### src/design/axil_defs.svh
`ifndef AXIL_DEFS_SVH
`define AXIL_DEFS_SVH

// Bus widths
`define AXIL_AW 32
`define AXIL_DW 32

// Register bank size in 32-bit words
`define AXIL_NREGS 16

// Identification word returned by register 0
`define AXIL_ID_VALUE 32'hA11C_0001

`endif

### src/design/axil_pkg.sv
`include "axil_defs.svh"

package axil_pkg;

    // Bus vectors
    typedef logic [`AXIL_AW-1:0] addr_t;
    typedef logic [`AXIL_DW-1:0] data_t;
    typedef logic [`AXIL_DW/8-1:0] strb_t;

    // Response codes, only OKAY and SLVERR are produced here
    typedef enum logic [1:0] {
        OKAY   = 2'b00,
        EXOKAY = 2'b01,
        SLVERR = 2'b10,
        DECERR = 2'b11
    } resp_e;

    // Write address
    typedef struct packed {
        addr_t addr;
    } aw_chan_t;

    // Write data
    typedef struct packed {
        data_t data;
        strb_t strb;
    } w_chan_t;

    // Write response
    typedef struct packed {
        resp_e resp;
    } b_chan_t;

    // Read address
    typedef struct packed {
        addr_t addr;
    } ar_chan_t;

    // Read data
    typedef struct packed {
        data_t data;
        resp_e resp;
    } r_chan_t;

endpackage

### src/design/cmd_pkg.sv
package cmd_pkg;

    typedef enum logic {
        CMD_READ  = 1'b0,
        CMD_WRITE = 1'b1
    } cmd_kind_e;

    // One single-beat command
    typedef struct packed {
        cmd_kind_e      kind;
        axil_pkg::addr_t addr;
        axil_pkg::data_t data;
        axil_pkg::strb_t strb;
    } cmd_req_t;

    // Read data is zero on writes
    typedef struct packed {
        axil_pkg::data_t data;
        axil_pkg::resp_e resp;
    } cmd_rsp_t;

endpackage

### src/design/axil_master.sv
`timescale 1ns/1ns

module axil_master (
    input  logic                clk_i,
    input  logic                rst_ni,
    input  logic                cmd_valid,
    output logic                cmd_ready,
    input  cmd_pkg::cmd_req_t   cmd_req,
    output logic                rsp_valid,
    input  logic                rsp_ready,
    output cmd_pkg::cmd_rsp_t   rsp,
    output logic                aw_valid,
    input  logic                aw_ready,
    output axil_pkg::aw_chan_t  aw,
    output logic                w_valid,
    input  logic                w_ready,
    output axil_pkg::w_chan_t   w,
    input  logic                b_valid,
    output logic                b_ready,
    input  axil_pkg::b_chan_t   b,
    output logic                ar_valid,
    input  logic                ar_ready,
    output axil_pkg::ar_chan_t  ar,
    input  logic                r_valid,
    output logic                r_ready,
    input  axil_pkg::r_chan_t   r
);
    import cmd_pkg::*;

    typedef enum logic [2:0] {
        S_IDLE,
        S_WADDR,
        S_WRESP,
        S_RADDR,
        S_RDATA,
        S_RESP
    } state_e;

    state_e   state_q;
    state_e   state_d;
    cmd_req_t cmd_q;
    cmd_rsp_t rsp_q;
    logic     aw_done_q;
    logic     w_done_q;
    logic     cmd_hs;
    logic     aw_hs;
    logic     w_hs;
    logic     b_hs;
    logic     ar_hs;
    logic     r_hs;

    assign cmd_hs = cmd_valid && cmd_ready;
    assign aw_hs  = aw_valid && aw_ready;
    assign w_hs   = w_valid && w_ready;
    assign b_hs   = b_valid && b_ready;
    assign ar_hs  = ar_valid && ar_ready;
    assign r_hs   = r_valid && r_ready;

    assign cmd_ready = (state_q == S_IDLE);
    assign rsp_valid = (state_q == S_RESP);
    assign rsp       = rsp_q;

    // AW and W may finish apart and each drops once done
    assign aw_valid = (state_q == S_WADDR) && !aw_done_q;
    assign w_valid  = (state_q == S_WADDR) && !w_done_q;
    assign b_ready  = (state_q == S_WADDR) || (state_q == S_WRESP);
    assign ar_valid = (state_q == S_RADDR);
    assign r_ready  = (state_q == S_RADDR) || (state_q == S_RDATA);

    assign aw = '{addr: cmd_q.addr};
    assign w  = '{data: cmd_q.data, strb: cmd_q.strb};
    assign ar = '{addr: cmd_q.addr};

    always_comb begin
        state_d = state_q;
        case (state_q)
            S_IDLE: begin
                if (cmd_hs) begin
                    state_d = (cmd_req.kind == CMD_WRITE) ? S_WADDR : S_RADDR;
                end
            end
            S_WADDR: begin
                if ((aw_done_q || aw_hs) && (w_done_q || w_hs)) begin
                    state_d = S_WRESP;
                end
            end
            S_WRESP: begin
                if (b_hs) begin
                    state_d = S_RESP;
                end
            end
            S_RADDR: begin
                if (ar_hs) begin
                    state_d = S_RDATA;
                end
            end
            S_RDATA: begin
                if (r_hs) begin
                    state_d = S_RESP;
                end
            end
            S_RESP: begin
                if (rsp_ready) begin
                    state_d = S_IDLE;
                end
            end
            default: state_d = S_IDLE;
        endcase
    end

    always_ff @(posedge clk_i) begin
        if (!rst_ni) begin
            state_q   <= S_IDLE;
            aw_done_q <= 1'b0;
            w_done_q  <= 1'b0;
        end else begin
            state_q <= state_d;
            if (cmd_hs) begin
                aw_done_q <= 1'b0;
                w_done_q  <= 1'b0;
            end else begin
                aw_done_q <= aw_done_q || aw_hs;
                w_done_q  <= w_done_q || w_hs;
            end
        end
    end

    // Command and response payload
    always_ff @(posedge clk_i) begin
        if (cmd_hs) begin
            cmd_q <= cmd_req;
        end
        if (b_hs) begin
            rsp_q <= '{data: '0, resp: b.resp};
        end else if (r_hs) begin
            rsp_q <= '{data: r.data, resp: r.resp};
        end
    end

    a_aw_hold: assert property (@(posedge clk_i) disable iff (!rst_ni)
        aw_valid && !aw_ready |=> aw_valid && $stable(aw));
    a_w_hold: assert property (@(posedge clk_i) disable iff (!rst_ni)
        w_valid && !w_ready |=> w_valid && $stable(w));
    a_ar_hold: assert property (@(posedge clk_i) disable iff (!rst_ni)
        ar_valid && !ar_ready |=> ar_valid && $stable(ar));
    a_rsp_hold: assert property (@(posedge clk_i) disable iff (!rst_ni)
        rsp_valid && !rsp_ready |=> rsp_valid && $stable(rsp));
    a_rsp_after_bus: assert property (@(posedge clk_i) disable iff (!rst_ni)
        $rose(rsp_valid) |-> $past(b_hs || r_hs));

endmodule

### src/design/axil_reg_slave.sv
`timescale 1ns/1ns
`include "axil_defs.svh"

module axil_reg_slave (
    input  logic                clk_i,
    input  logic                rst_ni,
    input  logic                aw_valid,
    output logic                aw_ready,
    input  axil_pkg::aw_chan_t  aw,
    input  logic                w_valid,
    output logic                w_ready,
    input  axil_pkg::w_chan_t   w,
    output logic                b_valid,
    input  logic                b_ready,
    output axil_pkg::b_chan_t   b,
    input  logic                ar_valid,
    output logic                ar_ready,
    input  axil_pkg::ar_chan_t  ar,
    output logic                r_valid,
    input  logic                r_ready,
    output axil_pkg::r_chan_t   r
);
    import axil_pkg::*;

    localparam int IDX_W  = $clog2(`AXIL_NREGS);
    localparam int NBYTES = `AXIL_DW / 8;

    typedef logic [IDX_W-1:0] idx_t;

    data_t regs [`AXIL_NREGS];
    idx_t  wr_idx;
    idx_t  rd_idx;
    logic  wr_in_range;
    logic  rd_in_range;
    logic  wr_ok;
    logic  wr_fire;
    logic  rd_fire;
    data_t rd_word;
    resp_e rd_resp;

    // Word index sits above the byte offset, anything higher is out of the bank
    assign wr_idx      = aw.addr[2 +: IDX_W];
    assign rd_idx      = ar.addr[2 +: IDX_W];
    assign wr_in_range = (aw.addr[`AXIL_AW-1:IDX_W+2] == '0);
    assign rd_in_range = (ar.addr[`AXIL_AW-1:IDX_W+2] == '0);
    assign wr_ok       = wr_in_range && (wr_idx != '0);

    // AW and W taken together, held off while B is outstanding
    assign wr_fire  = aw_valid && w_valid && !b_valid;
    assign aw_ready = wr_fire;
    assign w_ready  = wr_fire;

    assign ar_ready = !r_valid;
    assign rd_fire  = ar_valid && ar_ready;

    always_comb begin
        if (!rd_in_range) begin
            rd_word = '0;
            rd_resp = SLVERR;
        end else if (rd_idx == '0) begin
            rd_word = `AXIL_ID_VALUE;
            rd_resp = OKAY;
        end else begin
            rd_word = regs[rd_idx];
            rd_resp = OKAY;
        end
    end

    // Register bank with byte strobes
    always_ff @(posedge clk_i) begin
        if (!rst_ni) begin
            regs <= '{default: '0};
        end else if (wr_fire && wr_ok) begin
            for (int i = 0; i < NBYTES; i++) begin
                if (w.strb[i]) begin
                    regs[wr_idx][8*i +: 8] <= w.data[8*i +: 8];
                end
            end
        end
    end

    always_ff @(posedge clk_i) begin
        if (!rst_ni) begin
            b_valid <= 1'b0;
            r_valid <= 1'b0;
        end else begin
            if (wr_fire) begin
                b_valid <= 1'b1;
            end else if (b_ready) begin
                b_valid <= 1'b0;
            end
            if (rd_fire) begin
                r_valid <= 1'b1;
            end else if (r_ready) begin
                r_valid <= 1'b0;
            end
        end
    end

    // Response payloads
    always_ff @(posedge clk_i) begin
        if (wr_fire) begin
            b <= '{resp: wr_ok ? OKAY : SLVERR};
        end
        if (rd_fire) begin
            r <= '{data: rd_word, resp: rd_resp};
        end
    end

    a_b_hold: assert property (@(posedge clk_i) disable iff (!rst_ni)
        b_valid && !b_ready |=> b_valid && $stable(b));
    a_r_hold: assert property (@(posedge clk_i) disable iff (!rst_ni)
        r_valid && !r_ready |=> r_valid && $stable(r));

endmodule

### src/design/axil_subsystem.sv
`timescale 1ns/1ns

module axil_subsystem (
    input  logic              clk_i,
    input  logic              rst_ni,
    input  logic              cmd_valid,
    output logic              cmd_ready,
    input  cmd_pkg::cmd_req_t cmd_req,
    output logic              rsp_valid,
    input  logic              rsp_ready,
    output cmd_pkg::cmd_rsp_t rsp
);
    import axil_pkg::*;

    // Internal AXI4-Lite bus
    logic     aw_valid;
    logic     aw_ready;
    aw_chan_t aw;
    logic     w_valid;
    logic     w_ready;
    w_chan_t  w;
    logic     b_valid;
    logic     b_ready;
    b_chan_t  b;
    logic     ar_valid;
    logic     ar_ready;
    ar_chan_t ar;
    logic     r_valid;
    logic     r_ready;
    r_chan_t  r;

    axil_master u_master (
        .*
    );

    axil_reg_slave u_slave (
        .*
    );

endmodule

### config.mk
export PLATFORM = sky130hd
export DESIGN_NAME = axil_subsystem
export DESIGN_NICKNAME = d
export VERILOG_FILES = /design/src/design/axil_pkg.sv /design/src/design/cmd_pkg.sv /design/src/design/axil_master.sv /design/src/design/axil_reg_slave.sv /design/src/design/axil_subsystem.sv
export VERILOG_INCLUDE_DIRS = /design/src /design/src/design
export SDC_FILE = /design/constraint.sdc
export NUM_CORES = 1
export LEC_CHECK = 0
export ABC_CLOCK_PERIOD_IN_PS = 5950
export BUFFER_PORTS_ARGS = -buffer_cell sky130_fd_sc_hd__buf_2
export CAP_MARGIN = 25
export CORE_AREA = 2 2 228 230
export DETAILED_ROUTE_END_ITERATION = 12
export DIE_AREA = 0 0 230 232
export PLACE_DENSITY_LB_ADDON = 0.1
export SETUP_SLACK_MARGIN = 0.4
export SYNTH_ARGS = -nofsm -noshare
export SYNTH_HDL_FRONTEND = slang
export SYNTH_HIERARCHICAL = 1
export SYNTH_SLANG_ARGS = --single-unit
### constraint.sdc
create_clock -name clk_i -period 5.95 [get_ports clk_i]
set_input_delay 0.2975 -clock clk_i [delete_from_list [all_inputs] [get_ports clk_i]]
set_output_delay 0.2975 -clock clk_i [all_outputs]
set_load 0.02 [all_outputs]
==> out/results.ini, run 1 <==
[grt]
grt_pass1_vias = 18190
grt_overflow = 0
grt_max_degree = 138
grt.total_usage = 0.240
grt_pass1_wl_mm = 101
antenna_found_initial = 0

[finish]
post-route-util = 0.623
num_antenna_cells = 0
syn2layout_area_growth_pct = 12.6
drive_gt1_frac = 0.180
num-nets-final = 2535
final_cell_count_no_fill = 3196

[clock_network]
cts_buffer_depth = 3
clk_pin_slew_worst_paths_ns = 0.06
cts_tree = yes
cts_inserted_buffers = 70
clk_latency_ns = 0.60
cts.repair.resized = 0
cts.sinks = 646
h-tree-depth = 3
post_cts_buffers = 0
clock-root-buffer = clkbuf_16

[sta]
rsz0062_at_grt = no
fmax_ghz = 0.318
final_hold_viol_count = 0
post-route-min-period_ns = 3.14
setup_viol = 0
relSlewSlack = 0.295
clock_skew_ns = 0.0236
slew_violations = 0
fin_tns_setup_ns = 0
worst_slew_pin_slew_ns = 1.05
min_period_over_period = 0.528

[routing]
wl_per_cell_um = 19.9
vias_per_cell = 5.63
drtIter0Drc = 1281
vias = 18003
first_pass_iters = 5
drc = 0
ant_nets = 0
wirelength_mm = 63.6

[worst_setup_path]
end_kind = flop
r2r_end = u_slave/regs[319]
reg2reg_depth = 6
rrSetupSlack_ns = 2.81
reg2reg_from = u_master/state_q[0]
crit_path_start_kind = flop
cp.arrival_ns = 3.58
critPathKind = reg2reg
crit_fanout = 17
max_stage_delay_ns = 0.99
slowest_stage = nor3_2
path_cells = nand2_1 > nor2_1 > nand3b_4 > nor3_2 > nand4_4 > mux2i_1
cp.required_ns = 6.39

[power]
leakagePower_nw = 14.6
power_frac_seq = 0.466
p_switching_mw = 2.63
clkPwrFrac = 0.423
p_total_mw = 10.2
power_density_mw_per_mm2 = 323
pwr-share-comb = 0.112
p_sw_frac = 0.257
peakVddDrop_v = 0.000269
internal_power_mw = 7.61

[worst_hold_path]
min_to = u_master/state_q[1]
hp-start = cmd_req[68]
min_path_type = in2reg
hold_depth = 3

[placed_design]
dp.cells = 3004
gp_congestion = 0.753
port_buffers = 106
hpwl_mm = 41.6

[yosys]
syn_area_per_cell_um2 = 11.7
syn_area_mm2 = 0.0282
yosysWarnings = 6
synth_cells = 2398

[die]
core.rowCount = 83
dieArea_mm2 = 0.0534
fp.dieH_um = 232
core-area_mm2 = 0.0509
initial_core_util = 0.554
die_w_um = 230
pin_count = 109

[status]
status = completed

[run]
drv_cap = 0

[cells in the final DEF (no fill, tap or decap), drive strengths merged, types with 38 or more instances in the layout]
cell type	instances
nand2	588
dfxtp	544
dlygate4sd3	66
nor3	38
buf	137
mux4	121
edfxtp	102
clkbuf	105
a21oi	38
mux2i	496
a211oi	45
nand4	60
[metrics by stage]
step / area, um2 / worst slack, ns / hold slack (ns)
after floorplan: 28200 / 2.23 / 0.396
after global placement: 28700 / 2.84 / 0.437
after detailed placement: 28800 / 2.83 / 0.441
after CTS: 31700 / 2.82 / 0.00533
after global routing: 31700 / 2.64 / 0.0325
final: 31700 / 2.81 / 0.0336
[final cells by class]
| type | instances | area [um2] |
|---|---|---|
| fillers | 3993 | 19200 |
| multi-input cells | 1537 | 13100 |
| well taps | 680 | 851 |
| flip-flops and latches | 646 | 14000 |
| inverters | 4 | 15.0 |
| repair buffers | 203 | 1490 |
| clock inverters | 21 | 214 |
| clock buffers | 105 | 2090 |
[layer usage]
layer	part of all wire	GRT usage
met1	0.46	0.325
met5	0	0
met2	0.49	0.403
met4	0.014	0.0639
met3	0.042	0.0395
[registers in the layout (all words and copies together) (netlist names)]
register,count
u_master/rsp,34
u_master/state_q,3
u_master/w_done_q,1
u_master/w,36
u_slave/r_valid,1
u_slave/r,33
u_master/aw_done_q,1
u_slave/b_valid,1
u_slave/b,1
u_master/ar,30
u_slave/regs,505
[how the worst max path moves through the flow]
stage                                   start            endpoint  slack (ns)
after floorplan           u_master/state_q[1]  u_master/aw_done_q        2.23
after global placement    u_master/state_q[0]   u_slave/regs[311]        2.84
after detailed placement  u_master/state_q[0]   u_slave/regs[310]        2.83
after CTS                 u_master/state_q[0]   u_slave/regs[319]        2.82
after global routing      u_master/state_q[0]   u_slave/regs[298]        2.64
final                     u_master/state_q[0]   u_slave/regs[319]        2.81
[critical path, delay by kind of cell (launching register included)]
kind             cells  cell delay [ns]
flip-flops           1             0.67
AND/OR/NAND/NOR      5             2.09
multiplexers         1             0.21
[power by group through the flow]
| stage | Clock [mW] | Sequential (mW) | Combinational (mW) |
|---|---|---|---|
| after global routing | 4.61 | 4.79 | 1.23 |
| after global placement | 0 | 4.86 | 1.09 |
| after detailed placement | 0 | 4.86 | 1.11 |
| after floorplan | 0 | 4.88 | 0.790 |
| after CTS | 4.43 | 4.77 | 1.15 |
| final | 4.32 | 4.77 | 1.14 |
[what timing repair did]
item | 4_1_cts | 5_1_grt
endpoints found under the hold margin | 66 | 0
setup endpoints to repair | 0 | 0
hold buffers | 66 | 0
Power figures use the tool's default switching activity.
==> run 2: changes to the inputs <==
ABC_CLOCK_PERIOD_IN_PS = 2800   (was 5950)
clock period = 2.8 ns   (was 5.95 ns; I/O delays follow)
==> run 2 against run 1 <==
  * Non-clock buffer count rose by 119
  * Sequential power up 110%
  * Worst hold slack better by 0.21 ns
  * Cell count is 3.6% higher
  * Utilization increased by 3.1 points
  * Critical path type unchanged
  * Highest routed layer is now met5
==> out/results.ini, run 2 (same netlist as run 1, synthesis figures left out) <==
[status]
status = completed

[finish]
num-nets-final = 2653  ; +4.7%
layout_common_cells = 588 x nand2_1, 543 x dfxtp_1, 493 x mux2i_1, 121 x mux4_2, 105 x buf_2
final_cell_count_no_fill = 3312  ; +3.6%
post-route-util = 0.654  ; +0.0305
nFillCells = 3911  ; -2.1%
final_area_mm2 = 0.0333  ; +4.9%
drive_gt1_frac = 0.215  ; +0.0358
multi_input_area_mm2 = 0.0132  ; +0.44%
mostFrequentLayoutCell = nand2_1
syn2layout_area_growth_pct = 18.1
seq_area_mm2 = 0.0140  ; about the same
largest_reg_flops = 505  ; unchanged
max_flop_register = u_slave/regs
num_antenna_cells = 0  ; unchanged

[worst_setup_path]
crit_fanout = 8  ; -9
cp.required_ns = 3.24  ; -3.15 ns
crit_path_start_kind = flop
max_stage_delay_ns = 0.56  ; -0.43 ns
end_kind = flop
path_cells = or4_4 > nor4_4 > bufbuf_16 > clkbuf_16 > nand4_4 > mux2i_1
critPathLaunch = u_master/ar[23]
rrSetupSlack_ns = 0.38  ; -2.43 ns
cp.arrival_ns = 2.86  ; -0.72 ns
critPathKind = reg2reg
slowest_stage = or4_4
reg2reg_from = u_master/ar[23]

[sta]
post-route-min-period_ns = 2.42  ; -0.722 ns
whs_ns = 0.246  ; +0.212 ns
final_hold_viol_count = 0  ; unchanged
fmax_ghz = 0.413  ; +30%
relSlewSlack = 0.478  ; +0.183
setup_viol = 0  ; unchanged
clock_skew_ns = 0.0201  ; -0.00347 ns
worst_slew_pin_slew_ns = 0.780  ; -0.271 ns
worst_slack_ns = 0.378  ; -2.43 ns
min_period_over_period = 0.865  ; +0.337
slew_violations = 0  ; unchanged
fin_tns_setup_ns = 0  ; unchanged
rsz0062_at_grt = yes

[die]
dieArea_mm2 = 0.0534  ; unchanged
fp.dieH_um = 232  ; unchanged
pin_count = 109  ; unchanged
die_w_um = 230  ; unchanged
core-area_mm2 = 0.0509  ; unchanged
initial_core_util = 0.554  ; unchanged
core.rowCount = 83  ; unchanged

[clock_network]
clock-root-buffer = clkbuf_16
h-tree-depth = 3  ; unchanged
cts.sinks = 646  ; unchanged
clk_latency_ns = 0.60  ; about the same
cts_tree = yes
clk_pin_slew_worst_paths_ns = 0.06  ; about the same
cts_inserted_buffers = 69  ; -1.4%
cts_buffer_depth = 3  ; unchanged

[grt]
grt.total_usage = 0.260  ; +0.0201
grt_pass1_wl_mm = 107  ; +6.5%
grt_pass1_vias = 18907  ; +3.9%
grt_overflow = 0  ; unchanged
antenna_found_initial = 2  ; +2
grt_max_degree = 78  ; -43%

[placed_design]
hpwl_mm = 44.0  ; +5.8%
post_dp_cell_area_mm2 = 0.0295  ; +2.5%
dp_slack_ns = 0.247  ; -2.58 ns
dp.cells = 3063  ; +2.0%
port_buffers = 106  ; unchanged
gp_congestion = 0.782  ; +3.9%

[run]
drv_cap = 0  ; unchanged

[worst_hold_path]
min_path_type = in2reg
hp-start = cmd_req[20]

[power]
p_total_mw = 21.7  ; +110%
leakagePower_nw = 15.4  ; +5.7%
peakVddDrop_v = 0.000463  ; +72%
power_density_mw_per_mm2 = 651  ; +100%

[routing]
vias_per_cell = 5.67  ; +0.64%
wl_per_cell_um = 21.0  ; +5.6%
first_pass_iters = 5  ; unchanged
wirelength_mm = 69.5  ; +9.4%
drtIter0Drc = 1224  ; -4.4%
ant_nets = 0  ; unchanged
drc = 0  ; unchanged
vias = 18776  ; +4.3%

==> run 2: changes by cell type in the layout (fill, tap and decap cells not counted), sizes merged <==
cell,previous run,this run
clkbuf,105,111
dlygate4sd3,66,71
clkinvlp,1,0
bufbuf,0,1
bufinv,4,2
buf,137,248
clkinv,14,10
==> run 2: worst max-delay path, delay by kind of cell, from the launching register on <==
family	cells	cell delay (ns)
buffers and inverters	2	0.54
flip-flops	1	0.38
multiplexers	1	0.20
AND/OR/NAND/NOR	3	1.12
==> run 2: what timing repair did <==
item / in CTS / in global routing
endpoints found under the hold margin: 99 / 0
hold buffers: 71 / 0
buffers inserted: 21 / 31
resized for setup: 3 / 15
endpoints found under the setup margin: 440 / 475
gates cloned: 0 / 3
pin swaps: 15 / 28
==> run 2: area by class of cell <==
type / instances / share of cell area
Timing Repair Buffer: 322 / 0.0932
Multi-Input combinational cell: 1537 / 0.396
Clock inverter: 14 / 0.00372
Inverter: 4 / 0.000451
Sequential cell: 646 / 0.419
Tap cell: 680 / 0.0256
Clock buffer: 109 / 0.0620
==> run 2: where the power goes <==
group	total [mW]	internal [mW]	switching [mW]
Sequential	10.0	9.85	0.190
Clock	8.84	5.23	3.61
Combinational	2.79	0.961	1.83
Total	21.7	16.0	5.62
==> run 2: final timing paths <==
kind                                         end  depth (start not counted)
worst max-delay path            u_slave/regs[38]                          6
worst min-delay path              u_master/w[20]                          2
worst max register to register  u_slave/regs[38]                          6
worst min register to register  u_master/rsp[17]                          2
==> run 2: metal layers <==
metal | track usage | share of wire | vias up
met5 | 0 | 0.00017 | -
met4 | 0.0879 | 0.029 | 2
met3 | 0.0381 | 0.038 | 114
met2 | 0.415 | 0.46 | 414
met1 | 0.365 | 0.47 | 9366
li1 | - | - | 8880
==> run 3: changes to the inputs <==
REMOVE_ABC_BUFFERS = 1   (was default)
==> run 3 against run 2 <==
  * Worst hold slack worse by 0.19 ns
  * Worst setup slack better by 0.038 ns
  * Sequential power barely moved
  * Via count down 0.26%
  * Non-clock buffer count is 14 higher
  * Maximum frequency grew 1.6%
  * Clock skew is 0.0020 ns lower
  * Wire length is 0.37% lower
  * Utilization increased by 0.46 points
  * Register-to-register slack gained 0.04 ns
  * Count of clock-buffer cells in the layout is 8 lower
  * Design area rose by 0.71%
  * Largest power group unchanged
  * Highest routed layer is now met4
==> out/results.ini, run 3 (same netlist as run 1, synthesis figures left out) <==
[status]
status = completed

[worst_setup_path]
end_kind = flop
crit_path_start_kind = flop
rrSetupSlack_ns = 0.42  ; +0.04 ns
reg2reg_from = u_master/ar[26]
critPathKind = reg2reg
crit_fanout = 10  ; +2
cp.required_ns = 3.24  ; about the same
r2r_end = u_slave/regs[474]
reg2reg_depth = 8  ; +2
cp.arrival_ns = 2.83  ; -0.03 ns

[power]
power_density_mw_per_mm2 = 641  ; -1.6%
peakVddDrop_v = 0.000413  ; -11%
leakagePower_nw = 15.5  ; +0.85%
p_total_mw = 21.5  ; -0.85%

[clock_network]
cts_tree = yes
cts_buffer_depth = 3  ; unchanged
cts_inserted_buffers = 68  ; -1.4%
clk_latency_ns = 0.59  ; about the same
clock-root-buffer = clkbuf_16
clk_pin_slew_worst_paths_ns = 0.06  ; about the same
cts.sinks = 646  ; unchanged
h-tree-depth = 3  ; unchanged

[worst_hold_path]
min_to = u_master/state_q[0]
min_path_type = in2reg
hp-start = cmd_valid
hold_depth = 5  ; +3

[placed_design]
port_buffers = 106  ; unchanged
dp_slack_ns = 0.391  ; +0.143 ns
hpwl_mm = 41.8  ; -5.1%
post_dp_cell_area_mm2 = 0.0296  ; +0.36%
gp_congestion = 0.796  ; +1.8%

[sta]
slew_violations = 0  ; unchanged
clock_skew_ns = 0.0181  ; -0.00196 ns
min_period_over_period = 0.851  ; -0.0135
worst_slew_pin_slew_ns = 0.820  ; +0.0400 ns
relSlewSlack = 0.452  ; -0.0267
final_hold_viol_count = 0  ; unchanged
setup_viol = 0  ; unchanged
worst_slack_ns = 0.416  ; +0.0378 ns
whs_ns = 0.0606  ; -0.185 ns
rsz0062_at_grt = yes
fmax_ghz = 0.419  ; +1.6%
post-route-min-period_ns = 2.38  ; -0.0378 ns

[finish]
num-nets-final = 2666  ; +0.49%
num_antenna_cells = 0  ; unchanged
post-route-util = 0.659  ; +0.00465
multi_input_area_mm2 = 0.0131  ; -0.34%
largest_reg_flops = 505  ; unchanged
final_area_mm2 = 0.0335  ; +0.71%
drive_gt1_frac = 0.217  ; +0.00159
nFillCells = 3925  ; +0.36%
layout_common_cells = 588 x nand2_1, 544 x dfxtp_1, 496 x mux2i_1, 121 x mux4_2, 105 x buf_2
mostFrequentLayoutCell = nand2_1
seq_area_mm2 = 0.0140  ; about the same
max_flop_register = u_slave/regs
syn2layout_area_growth_pct = 19.0

[die]
dieArea_mm2 = 0.0534  ; unchanged
pin_count = 109  ; unchanged
die_w_um = 230  ; unchanged
core-area_mm2 = 0.0509  ; unchanged
core.rowCount = 83  ; unchanged
initial_core_util = 0.554  ; unchanged
fp.dieH_um = 232  ; unchanged

[routing]
drc = 0  ; unchanged
first_pass_iters = 5  ; unchanged
wirelength_mm = 69.3  ; -0.37%
vias_per_cell = 5.63  ; -0.65%
drtIter0Drc = 1385  ; +13%
ant_nets = 0  ; unchanged
wl_per_cell_um = 20.8  ; -0.76%
vias = 18728  ; -0.26%

[grt]
grt_pass1_wl_mm = 107  ; -0.35%
grt_max_degree = 92  ; +18%
grt_overflow = 0  ; unchanged
grt.total_usage = 0.258  ; -0.00267
antenna_found_initial = 0  ; -2
grt_pass1_vias = 19151  ; +1.3%

[run]
drv_cap = 0  ; unchanged

run 3: changes by cell type in the layout (fill, tap and decap cells not counted), sizes merged:
cell,change
clkbuf,-7
dlygate4sd3,-2
bufbuf,-1
buf,+16
clkinv,+7
run 3: worst max path at each step:
stage | slack, ns | start | to | depth (start not counted)
4_1_cts | 0.40 | u_master/ar[20] | u_slave/regs[217] | 6
5_1_grt | 0.26 | u_master/ar[26] | u_slave/regs[432] | 8
6_report | 0.42 | u_master/ar[26] | u_slave/regs[474] | 8
3_5_place_dp | 0.39 | u_master/ar[20] | u_slave/regs[92] | 6
3_3_place_gp | 0.42 | u_master/ar[20] | u_slave/regs[91] | 6
2_1_floorplan | -18.90 | u_master/ar[2] | u_slave/regs[0] | 4
run 3: power by group:
| group | total, mW | switching (mW) | internal [mW] |
|---|---|---|---|
| clock network | 8.76 | 3.61 | 5.15 |
| registers | 10.0 | 0.176 | 9.85 |
| logic | 2.70 | 1.79 | 0.917 |
| total | 21.5 | 5.57 | 15.9 |
run 3: cell type report:
cell class | instances | share of cell area
clock buffer | 101 | 0.0600
clock inverter | 21 | 0.00448
inverter | 4 | 0.000448
tap | 680 | 0.0254
multi-input combinational | 1537 | 0.392
sequential | 646 | 0.416
timing repair buffer | 336 | 0.102
run 3: stage by stage:
stage / TNS [ns] / std cells
floorplan: -9380.79 / 2187
global placement: 0 / 3078
detailed placement: 0 / 3078
CTS: 0 / 3285
global route: 0 / 3325
finish: 0 / 3325
run 3: what timing repair did:
item / in CTS / in global routing
cloned: 0 / 5
pin swaps: 15 / 39
hold endpoints to repair: 118 / 0
resized for setup: 0 / 17
endpoints found under the setup margin: 60 / 459
setup buffers: 16 / 35
hold buffers: 69 / 0
run 3: worst max-delay path, cell delays in order, from the launching register on:
cell and delay, ns:
edfxtp_1 0.39, or4_4 0.56, nor4_4 0.28, buf_4 0.18
buf_12 0.15, clkbuf_16 0.21, nand4_4 0.13, buf_12 0.20
mux2i_1 0.13
run 3: routing by layer:
metal | global-route usage | routed length (um) | part of all wire | vias to the layer above
met5 | 0 | 0 | 0 | -
met4 | 0.0861 | 1730 | 0.025 | 0
met3 | 0.0314 | 2540 | 0.037 | 122
met2 | 0.438 | 33800 | 0.49 | 397
met1 | 0.343 | 31200 | 0.45 | 9302
li1 | - | - | - | 8907
